<file path="src/hw/uopDecode_macros.svh">
// ==============================
// Width and field positions of a micro-op, shared by the decode package
// and the classifiers. Include it wherever a field is sliced out of instr
// ==============================

`ifndef UOP_DECODE_MACROS_SVH
`define UOP_DECODE_MACROS_SVH

// Full width of one micro-op as it leaves the front end
`define UOP_WIDTH 32

// Major opcode field, the low seven bits
`define OPC_LSB 0
`define OPC_MSB 6

// Function field, used by the FLT family to pick the operation
`define FUNC_LSB 22
`define FUNC_MSB 26

// The bits between the opcode and the function field hold register numbers,
// the bits above the function field an immediate. Decode never looks at them

`endif

</file>
<file path="src/hw/uopDecodePkg.sv">
// ==============================
// Types and encodings for micro-op decode. Import it in a module body,
// or use scoped names in a port list
// ==============================

`default_nettype none

package uopDecodePkg;

`include "uopDecode_macros.svh"

	// ==============================
	// Vector types
	// ==============================

	// One whole micro-op
	typedef logic [`UOP_WIDTH-1:0] microOpT;
	// Major opcode, sliced from the low end of the micro-op
	typedef logic [`OPC_MSB-`OPC_LSB:0] opcodeT;
	// Function code, only meaningful for some opcode groups
	typedef logic [`FUNC_MSB-`FUNC_LSB:0] funcT;

	// ==============================
	// Major opcodes
	// ==============================

	// Bit-field extract and insert
	localparam opcodeT OP_BFLD = 7'h01;

	// Three-register integer ops, by element size
	localparam opcodeT OP_R3B = 7'h02;
	localparam opcodeT OP_R3W = 7'h03;
	localparam opcodeT OP_R3T = 7'h04;
	localparam opcodeT OP_R3O = 7'h05;
	localparam opcodeT OP_R3P = 7'h06;

	// Floating-point ops by precision; func selects the operation
	localparam opcodeT OP_FLTH = 7'h08;
	localparam opcodeT OP_FLTS = 7'h09;
	localparam opcodeT OP_FLTD = 7'h0A;
	localparam opcodeT OP_FLTQ = 7'h0B;
	localparam opcodeT OP_FLTP = 7'h0C;

	// Bounds check and the immediate ALU group
	localparam opcodeT OP_CHK = 7'h10;
	localparam opcodeT OP_ADDI = 7'h11;
	localparam opcodeT OP_SUBFI = 7'h12;
	localparam opcodeT OP_CMPI = 7'h13;
	localparam opcodeT OP_CMPUI = 7'h14;
	localparam opcodeT OP_ANDI = 7'h15;
	localparam opcodeT OP_ORI = 7'h16;
	localparam opcodeT OP_XORI = 7'h17;

	// Shifts, control registers, moves and address generation
	localparam opcodeT OP_SHIFT = 7'h18;
	localparam opcodeT OP_CSR = 7'h19;
	localparam opcodeT OP_MOVMR = 7'h1A;
	localparam opcodeT OP_LOADA = 7'h1B;

	// Housekeeping ops, all handled by the simple unit
	localparam opcodeT OP_NOP = 7'h20;
	localparam opcodeT OP_PUSH = 7'h21;
	localparam opcodeT OP_POP = 7'h22;
	localparam opcodeT OP_FENCE = 7'h23;

	// Memory access and cache control
	localparam opcodeT OP_LOAD = 7'h28;
	localparam opcodeT OP_STORE = 7'h29;
	localparam opcodeT OP_CACHE = 7'h2A;

	// Flow control
	localparam opcodeT OP_BCC = 7'h30;
	localparam opcodeT OP_JMP = 7'h31;
	localparam opcodeT OP_JSR = 7'h32;
	localparam opcodeT OP_RET = 7'h33;

	// ==============================
	// FLT function codes
	// ==============================

	localparam funcT FLT_ADD = 5'h00;
	localparam funcT FLT_MUL = 5'h01;
	localparam funcT FLT_DIV = 5'h02;
	localparam funcT FLT_SQRT = 5'h03;
	// The next three need only sign and compare logic
	localparam funcT FLT_CMP = 5'h04;
	localparam funcT FLT_ABS = 5'h05;
	localparam funcT FLT_NEG = 5'h06;
	localparam funcT FLT_CVT = 5'h07;

endpackage

`default_nettype wire

</file>
<file path="src/hw/decodeSau.sv">
// ==============================
// Classifier for the simple arithmetic unit. Purely combinational,
// sau follows instr in the same cycle
// ==============================

`timescale 1ns/100ps
`default_nettype none

`include "uopDecode_macros.svh"

module decodeSau
(
	input uopDecodePkg::microOpT instr,
	output logic sau
);

	import uopDecodePkg::*;

	// Returns one for every micro-op the SAU executes
	function automatic logic isSau(input microOpT ir);
		opcodeT opc;
		funcT fn;
		opc = ir[`OPC_MSB:`OPC_LSB];
		fn = ir[`FUNC_MSB:`FUNC_LSB];
		case (opc)
			OP_BFLD:
				isSau = 1'b1;
			// Integer register-register ops of every size
			OP_R3B, OP_R3W, OP_R3T, OP_R3O, OP_R3P:
				isSau = 1'b1;
			// Only the cheap float ops land here, the rest go to the FPU
			OP_FLTH, OP_FLTS, OP_FLTD, OP_FLTQ, OP_FLTP:
				case (fn)
					FLT_CMP, FLT_ABS, FLT_NEG:
						isSau = 1'b1;
					default:
						isSau = 1'b0;
				endcase
			// Check and immediate ALU ops
			OP_CHK, OP_ADDI, OP_SUBFI, OP_CMPI, OP_CMPUI:
				isSau = 1'b1;
			OP_ANDI, OP_ORI, OP_XORI:
				isSau = 1'b1;
			// LOADA only forms an address, it never touches memory
			OP_SHIFT, OP_CSR, OP_MOVMR, OP_LOADA:
				isSau = 1'b1;
			// Stack ops adjust the stack pointer here; fence needs no unit
			OP_NOP, OP_PUSH, OP_POP, OP_FENCE:
				isSau = 1'b1;
			default:
				isSau = 1'b0;
		endcase
	endfunction

	assign sau = isSau(instr);

endmodule

`default_nettype wire

</file>
<file path="src/hw/decodeFpu.sv">
// ==============================
// Classifier for the full floating-point unit. Combinational, no latency
// ==============================

`timescale 1ns/100ps
`default_nettype none

`include "uopDecode_macros.svh"

module decodeFpu
(
	input uopDecodePkg::microOpT instr,
	output logic fpu
);

	import uopDecodePkg::*;

	// Returns one for float ops that need the real FPU datapath
	function automatic logic isFpu(input microOpT ir);
		opcodeT opc;
		funcT fn;
		opc = ir[`OPC_MSB:`OPC_LSB];
		fn = ir[`FUNC_MSB:`FUNC_LSB];
		case (opc)
			OP_FLTH, OP_FLTS, OP_FLTD, OP_FLTQ, OP_FLTP:
				case (fn)
					FLT_ADD, FLT_MUL, FLT_DIV, FLT_SQRT, FLT_CVT:
						isFpu = 1'b1;
					// CMP, ABS and NEG belong to the SAU.
					// Unassigned codes fall through and come out illegal
					default:
						isFpu = 1'b0;
				endcase
			default:
				isFpu = 1'b0;
		endcase
	endfunction

	assign fpu = isFpu(instr);

endmodule

`default_nettype wire

</file>
<file path="src/hw/decodeMem.sv">
// ==============================
// Classifier for the load/store unit. Combinational, no latency
// ==============================

`timescale 1ns/100ps
`default_nettype none

`include "uopDecode_macros.svh"

module decodeMem
(
	input uopDecodePkg::microOpT instr,
	output logic mem
);

	import uopDecodePkg::*;

	// Returns one for every micro-op that needs the data cache port
	function automatic logic isMem(input microOpT ir);
		opcodeT opc;
		opc = ir[`OPC_MSB:`OPC_LSB];
		case (opc)
			OP_LOAD, OP_STORE:
				isMem = 1'b1;
			// Cache maintenance runs through the same port
			OP_CACHE:
				isMem = 1'b1;
			// LOADA is address arithmetic only and is claimed by the SAU
			default:
				isMem = 1'b0;
		endcase
	endfunction

	// The function field plays no part for memory ops
	assign mem = isMem(instr);

endmodule

`default_nettype wire

</file>
<file path="src/hw/decodeBranch.sv">
// ==============================
// Classifier for the branch unit. Combinational, no latency
// ==============================

`timescale 1ns/100ps
`default_nettype none

`include "uopDecode_macros.svh"

module decodeBranch
(
	input uopDecodePkg::microOpT instr,
	output logic branch
);

	import uopDecodePkg::*;

	// Returns one for every micro-op that may redirect the fetch stream
	function automatic logic isBranch(input microOpT ir);
		opcodeT opc;
		opc = ir[`OPC_MSB:`OPC_LSB];
		case (opc)
			// Conditional branch, resolved in the branch unit
			OP_BCC:
				isBranch = 1'b1;
			// Unconditional jump and subroutine call
			OP_JMP, OP_JSR:
				isBranch = 1'b1;
			// Return takes its target from the link register
			OP_RET:
				isBranch = 1'b1;
			default:
				isBranch = 1'b0;
		endcase
	endfunction

	assign branch = isBranch(instr);

endmodule

`default_nettype wire

</file>
<file path="src/hw/uopDecodeStage.sv">
// ==============================
// Micro-op decode stage. Steers one micro-op per clock to a unit type and
// registers it; a high stall holds every output in place
// ==============================

`timescale 1ns/100ps
`default_nettype none

module uopDecodeStage
(
	input logic clk,
	input logic reset,
	input logic stall,
	input logic inValid,
	input uopDecodePkg::microOpT instr,
	output logic outValid,
	output uopDecodePkg::microOpT outInstr,
	output logic sau,
	output logic fpu,
	output logic mem,
	output logic branch,
	output logic illegal
);

	// Raw classifier outputs, not yet qualified by inValid
	logic sauHit;
	logic fpuHit;
	logic memHit;
	logic branchHit;
	// Next-state flags for the output register
	logic sauNext;
	logic fpuNext;
	logic memNext;
	logic branchNext;
	logic illegalNext;

	// ==============================
	// Classifiers
	// ==============================

	decodeSau uSau (.instr(instr), .sau(sauHit));
	decodeFpu uFpu (.instr(instr), .fpu(fpuHit));
	decodeMem uMem (.instr(instr), .mem(memHit));
	decodeBranch uBranch (.instr(instr), .branch(branchHit));

	// An empty slot must not claim a unit
	assign sauNext = inValid & sauHit;
	assign fpuNext = inValid & fpuHit;
	assign memNext = inValid & memHit;
	assign branchNext = inValid & branchHit;
	// Nobody wants it, so it traps further down the pipe.
	// The classifier tables never overlap, so at most one flag is set
	assign illegalNext = inValid & ~(sauHit | fpuHit | memHit | branchHit);

	// ==============================
	// Output register
	// ==============================

	always_ff @(posedge clk)
	begin
		if (reset)
		begin
			outValid <= 1'b0;
			outInstr <= '0;
			sau <= 1'b0;
			fpu <= 1'b0;
			mem <= 1'b0;
			branch <= 1'b0;
			illegal <= 1'b0;
		end
		else if (!stall)
		begin
			outValid <= inValid;
			// The micro-op moves along even in an empty slot, outValid tells
			outInstr <= instr;
			sau <= sauNext;
			fpu <= fpuNext;
			mem <= memNext;
			branch <= branchNext;
			illegal <= illegalNext;
		end
		// Under stall everything keeps its value, so nothing issues twice
	end

endmodule

`default_nettype wire

</file>
<file path="config.mk">
export PLATFORM = sky130hd
export DESIGN_NAME = uopDecodeStage
export DESIGN_NICKNAME = d
export VERILOG_FILES = /design/src/hw/uopDecodePkg.sv /design/src/hw/decodeSau.sv /design/src/hw/decodeFpu.sv /design/src/hw/decodeMem.sv /design/src/hw/decodeBranch.sv /design/src/hw/uopDecodeStage.sv
export VERILOG_INCLUDE_DIRS = /design/src /design/src/hw
export SDC_FILE = /design/constraint.sdc
export NUM_CORES = 1
export LEC_CHECK = 0
export ABC_AREA = 1
export BUFFER_PORTS_ARGS = -buffer_cell sky130_fd_sc_hd__buf_2
export CAP_MARGIN = 25
export CELL_PAD_IN_SITES_DETAIL_PLACEMENT = 0
export CELL_PAD_IN_SITES_GLOBAL_PLACEMENT = 2
export CORE_MARGIN = 4
export CORE_UTILIZATION = 25
export DETAILED_ROUTE_END_ITERATION = 10
export GPL_TIMING_DRIVEN = 0
export PLACE_DENSITY_LB_ADDON = 0.1
export SLEW_MARGIN = 20
export SYNTH_ARGS = -nofsm -noshare
export SYNTH_HDL_FRONTEND = slang
export SYNTH_SLANG_ARGS = --single-unit
</file>
<file path="constraint.sdc">
create_clock -name clk -period 2.55 [get_ports clk]
set_clock_uncertainty 0.15 [all_clocks]
set_input_delay 0.3825 -clock clk [delete_from_list [all_inputs] [get_ports clk]]
set_output_delay 0.3825 -clock clk [all_outputs]
set_load 0.02 [all_outputs]
</file>
==> impl_metrics.toml <==
[finish]
fillers = 704
area_growth_pct = 36.7
drive_gt1_share_pct = 31.1
final_util_pct = 35.2
fin_area_mm2 = 0.00209
nNetsFinal = 324
diodes = 0

[placed_design]
post-dp-hpwl_um = 3460
io_buffer_count = 72
placed_area_mm2 = 0.00198
gp_congestion = 0.695

[floorplanning]
initial_core_util_pct = 25.8
row_count = 28
die_w_um = 86.1
ios = 74
core_area_mm2 = 0.00592
fp.dieH_um = 86.1
die_area_mm2 = 0.00742

[clock_network]
post_cts_buffers = 0
hold_buffers = 0
cts-buffers-inserted = 5
clk_latency_ps = 290
clockRootBuffer = "clkbuf_8"
cts.repair.resized = 0
tritoncts = "done"
htreeDepth = 2
clockBufferDepth = 2
clock-sinks = 38
cts.clk_slew.worst_paths_ps = 70

[timing]
rsz0062_at_grt = "no"
finalCriticalPeriod_ps = 1330
hold_viol_final = 0
tightestPinTransition_ps = 489
maxSlewViolCount = 0
slew_headroom_pct = 67.4
setup_tns_ps = 0
setup_violations = 0
min_period_over_period_pct = 52.1
hold_slack_ps = 178
fmax_mhz = 752

[synthesis]
yosysMostFrequentCell = "nand2_1"
synth-compound-area-share_pct = 14.2
synth_common_cells = "nand2_1, dfxtp_1, a21oi_1"
avgSynthCellArea_um2 = 7.30
synth_largest_area_cell = "dfxtp_1"
synth_seq_cells = 38
synthTopCellsByArea = "dfxtp_1, nand2_1, a21oi_1"
synthesis.nets = 245
synth_enable_flop_cells = 0
yosysTopAreaCellShare_pct = 49.8
synth_simple_gate_area_share_pct = 28.4
yosysWarnings = 0
syn-cell-area_mm2 = 0.00153
synth_top_family_by_area = "simple AND/OR/NAND/NOR gates"
seq_area_frac_synth_pct = 49.8
synthArstFlopShare_pct = 0
yosys.cell_types.count = 14
syn_inst = 209
muxShareOfSynthArea_pct = 0
synth_xor_area_share_pct = 0
ys.flop_type = "dfxtp_1"
synth_fa_ha_area_share_pct = 0

[power]
fin_total_pwr_mw = 1.35
vdd_drop_max_mv = 0.189
combPwrFrac_pct = 15.2
p_per_area_mw_per_mm2 = 646
leakagePower_nw = 1.03
seqPwrFrac_pct = 47.4
p_switching_uw = 354
clkPwrFrac_pct = 37.3
internal-power_uw = 993
p_sw_share_pct = 26.3

[critical_path]
cp.arrival_ps = 800
critPathSlowestCell = "dfxtp_1"
crit_buf_inv = 1
cp_max_fo = 2
crit_family = "flip-flops"
crit_type = "reg2out"
cp_cell_sequence = "buf_2"
startpoint_type = "register"
worstPathRequired_ps = 2020
critPathMaxStageDelay_ps = 340
worstSetupEndpointType = "primary output"

[drt]
via_per_inst = 4.25
via_count = 1546
ant_nets = 0
first_pass_iters = 4
drc = 0
drt_wl_total_um = 4500
wl_per_cell_um = 12.4
drt_iter0_markers = 41

[outcome]
status = "completed"

[grt]
gr-usage-all-layers_pct = 12.3
grt_pass1_wl_um = 7130
overflow = 0
grt_pass1_vias = 1453
antenna_found_initial = 0
grt_max_degree = 12

[job]
cap_viol_max_count = 0

[worst_hold_path]
hp-class = "in2reg"
layout by cell type (no fill, tap or decap), types with 2 or more instances in the layout:
cell type  Yosys  layout
buf_2          4      76
nand2_1       72      72
dfxtp_1       38      38
a21oi_1       28      28
nor2_1        23      23
inv_1         12      12
a211oi_1       9       9
nand3_1        8       8
clkbuf_1       5       7
clkbuf_8       2       7
nor2_2         4       4
nand4_1        2       2
per-layer routing:
metal / GRT usage, % / part of all wire [%] / vias up
met5: 0 / 0 / -
met4: 4.75 / 1.5 / 0
met3: 3.94 / 6.6 / 8
met2: 19.6 / 46 / 39
met1: 15.5 / 45 / 677
li1: - / - / 822
stage by stage:
step,worst slack (ps),instances
6_report,1220,364
3_5_place_dp,989,356
5_1_grt,1150,364
2_1_floorplan,1300,209
3_3_place_gp,974,356
4_1_cts,1200,364
cell type report:
| cell class | count | area (um2) | area share [%] |
|---|---|---|---|
| Clock inverter | 1 | 30.0 | 1.44 |
| Inverter | 13 | 48.8 | 2.34 |
| Tap cell | 75 | 93.8 | 4.50 |
| Clock buffer | 7 | 76.3 | 3.66 |
| Buffer | 11 | 66.3 | 3.18 |
| Multi-Input combinational cell | 147 | 651 | 31.2 |
| Timing Repair Buffer | 72 | 360 | 17.3 |
| Sequential cell | 38 | 761 | 36.5 |
power groups by stage:
stage / Combinational, mW / Sequential, mW / Clock [mW]
floorplan: 0.0809 / 0.693 / 0
global placement: 0.209 / 0.653 / 0
detailed placement: 0.209 / 0.653 / 0
CTS: 0.210 / 0.639 / 0.528
global route: 0.228 / 0.643 / 0.560
finish: 0.205 / 0.639 / 0.503
path summary, 6_finish.rpt:
check	startpoint	to	slack [ps]	depth (start not counted)
max	outInstr[30]$_SDFFE_PP0N_	outInstr[30]	1220	1
min	instr[27]	outInstr[27]$_SDFFE_PP0N_	180	3
max reg2reg	outValid$_SDFFE_PP0N_	outValid$_SDFFE_PP0N_	1770	2
min reg2reg	outInstr[20]$_SDFFE_PP0N_	outInstr[20]$_SDFFE_PP0N_	310	2
worst reg2reg max path, stage by stage, from the launching register on:
cell,delay [ps]
dfxtp_1,320
a21oi_1,140
nor2_1,50
state kept, by name, indices dropped and copies added, names as in the netlist:
signal,cells
sau,1
fpu,1
mem,1
branch,1
outInstr,32
illegal,1
outValid,1
cells by family (layout without fill, tap and decap cells):
group / after synthesis / after routing
AND/OR/NAND/NOR: 109 / 109
AO/OA/AOI/OAI: 38 / 38
flip-flops: 38 / 38
buffers and inverters: 24 / 104
(Power assumes the default switching activity.)
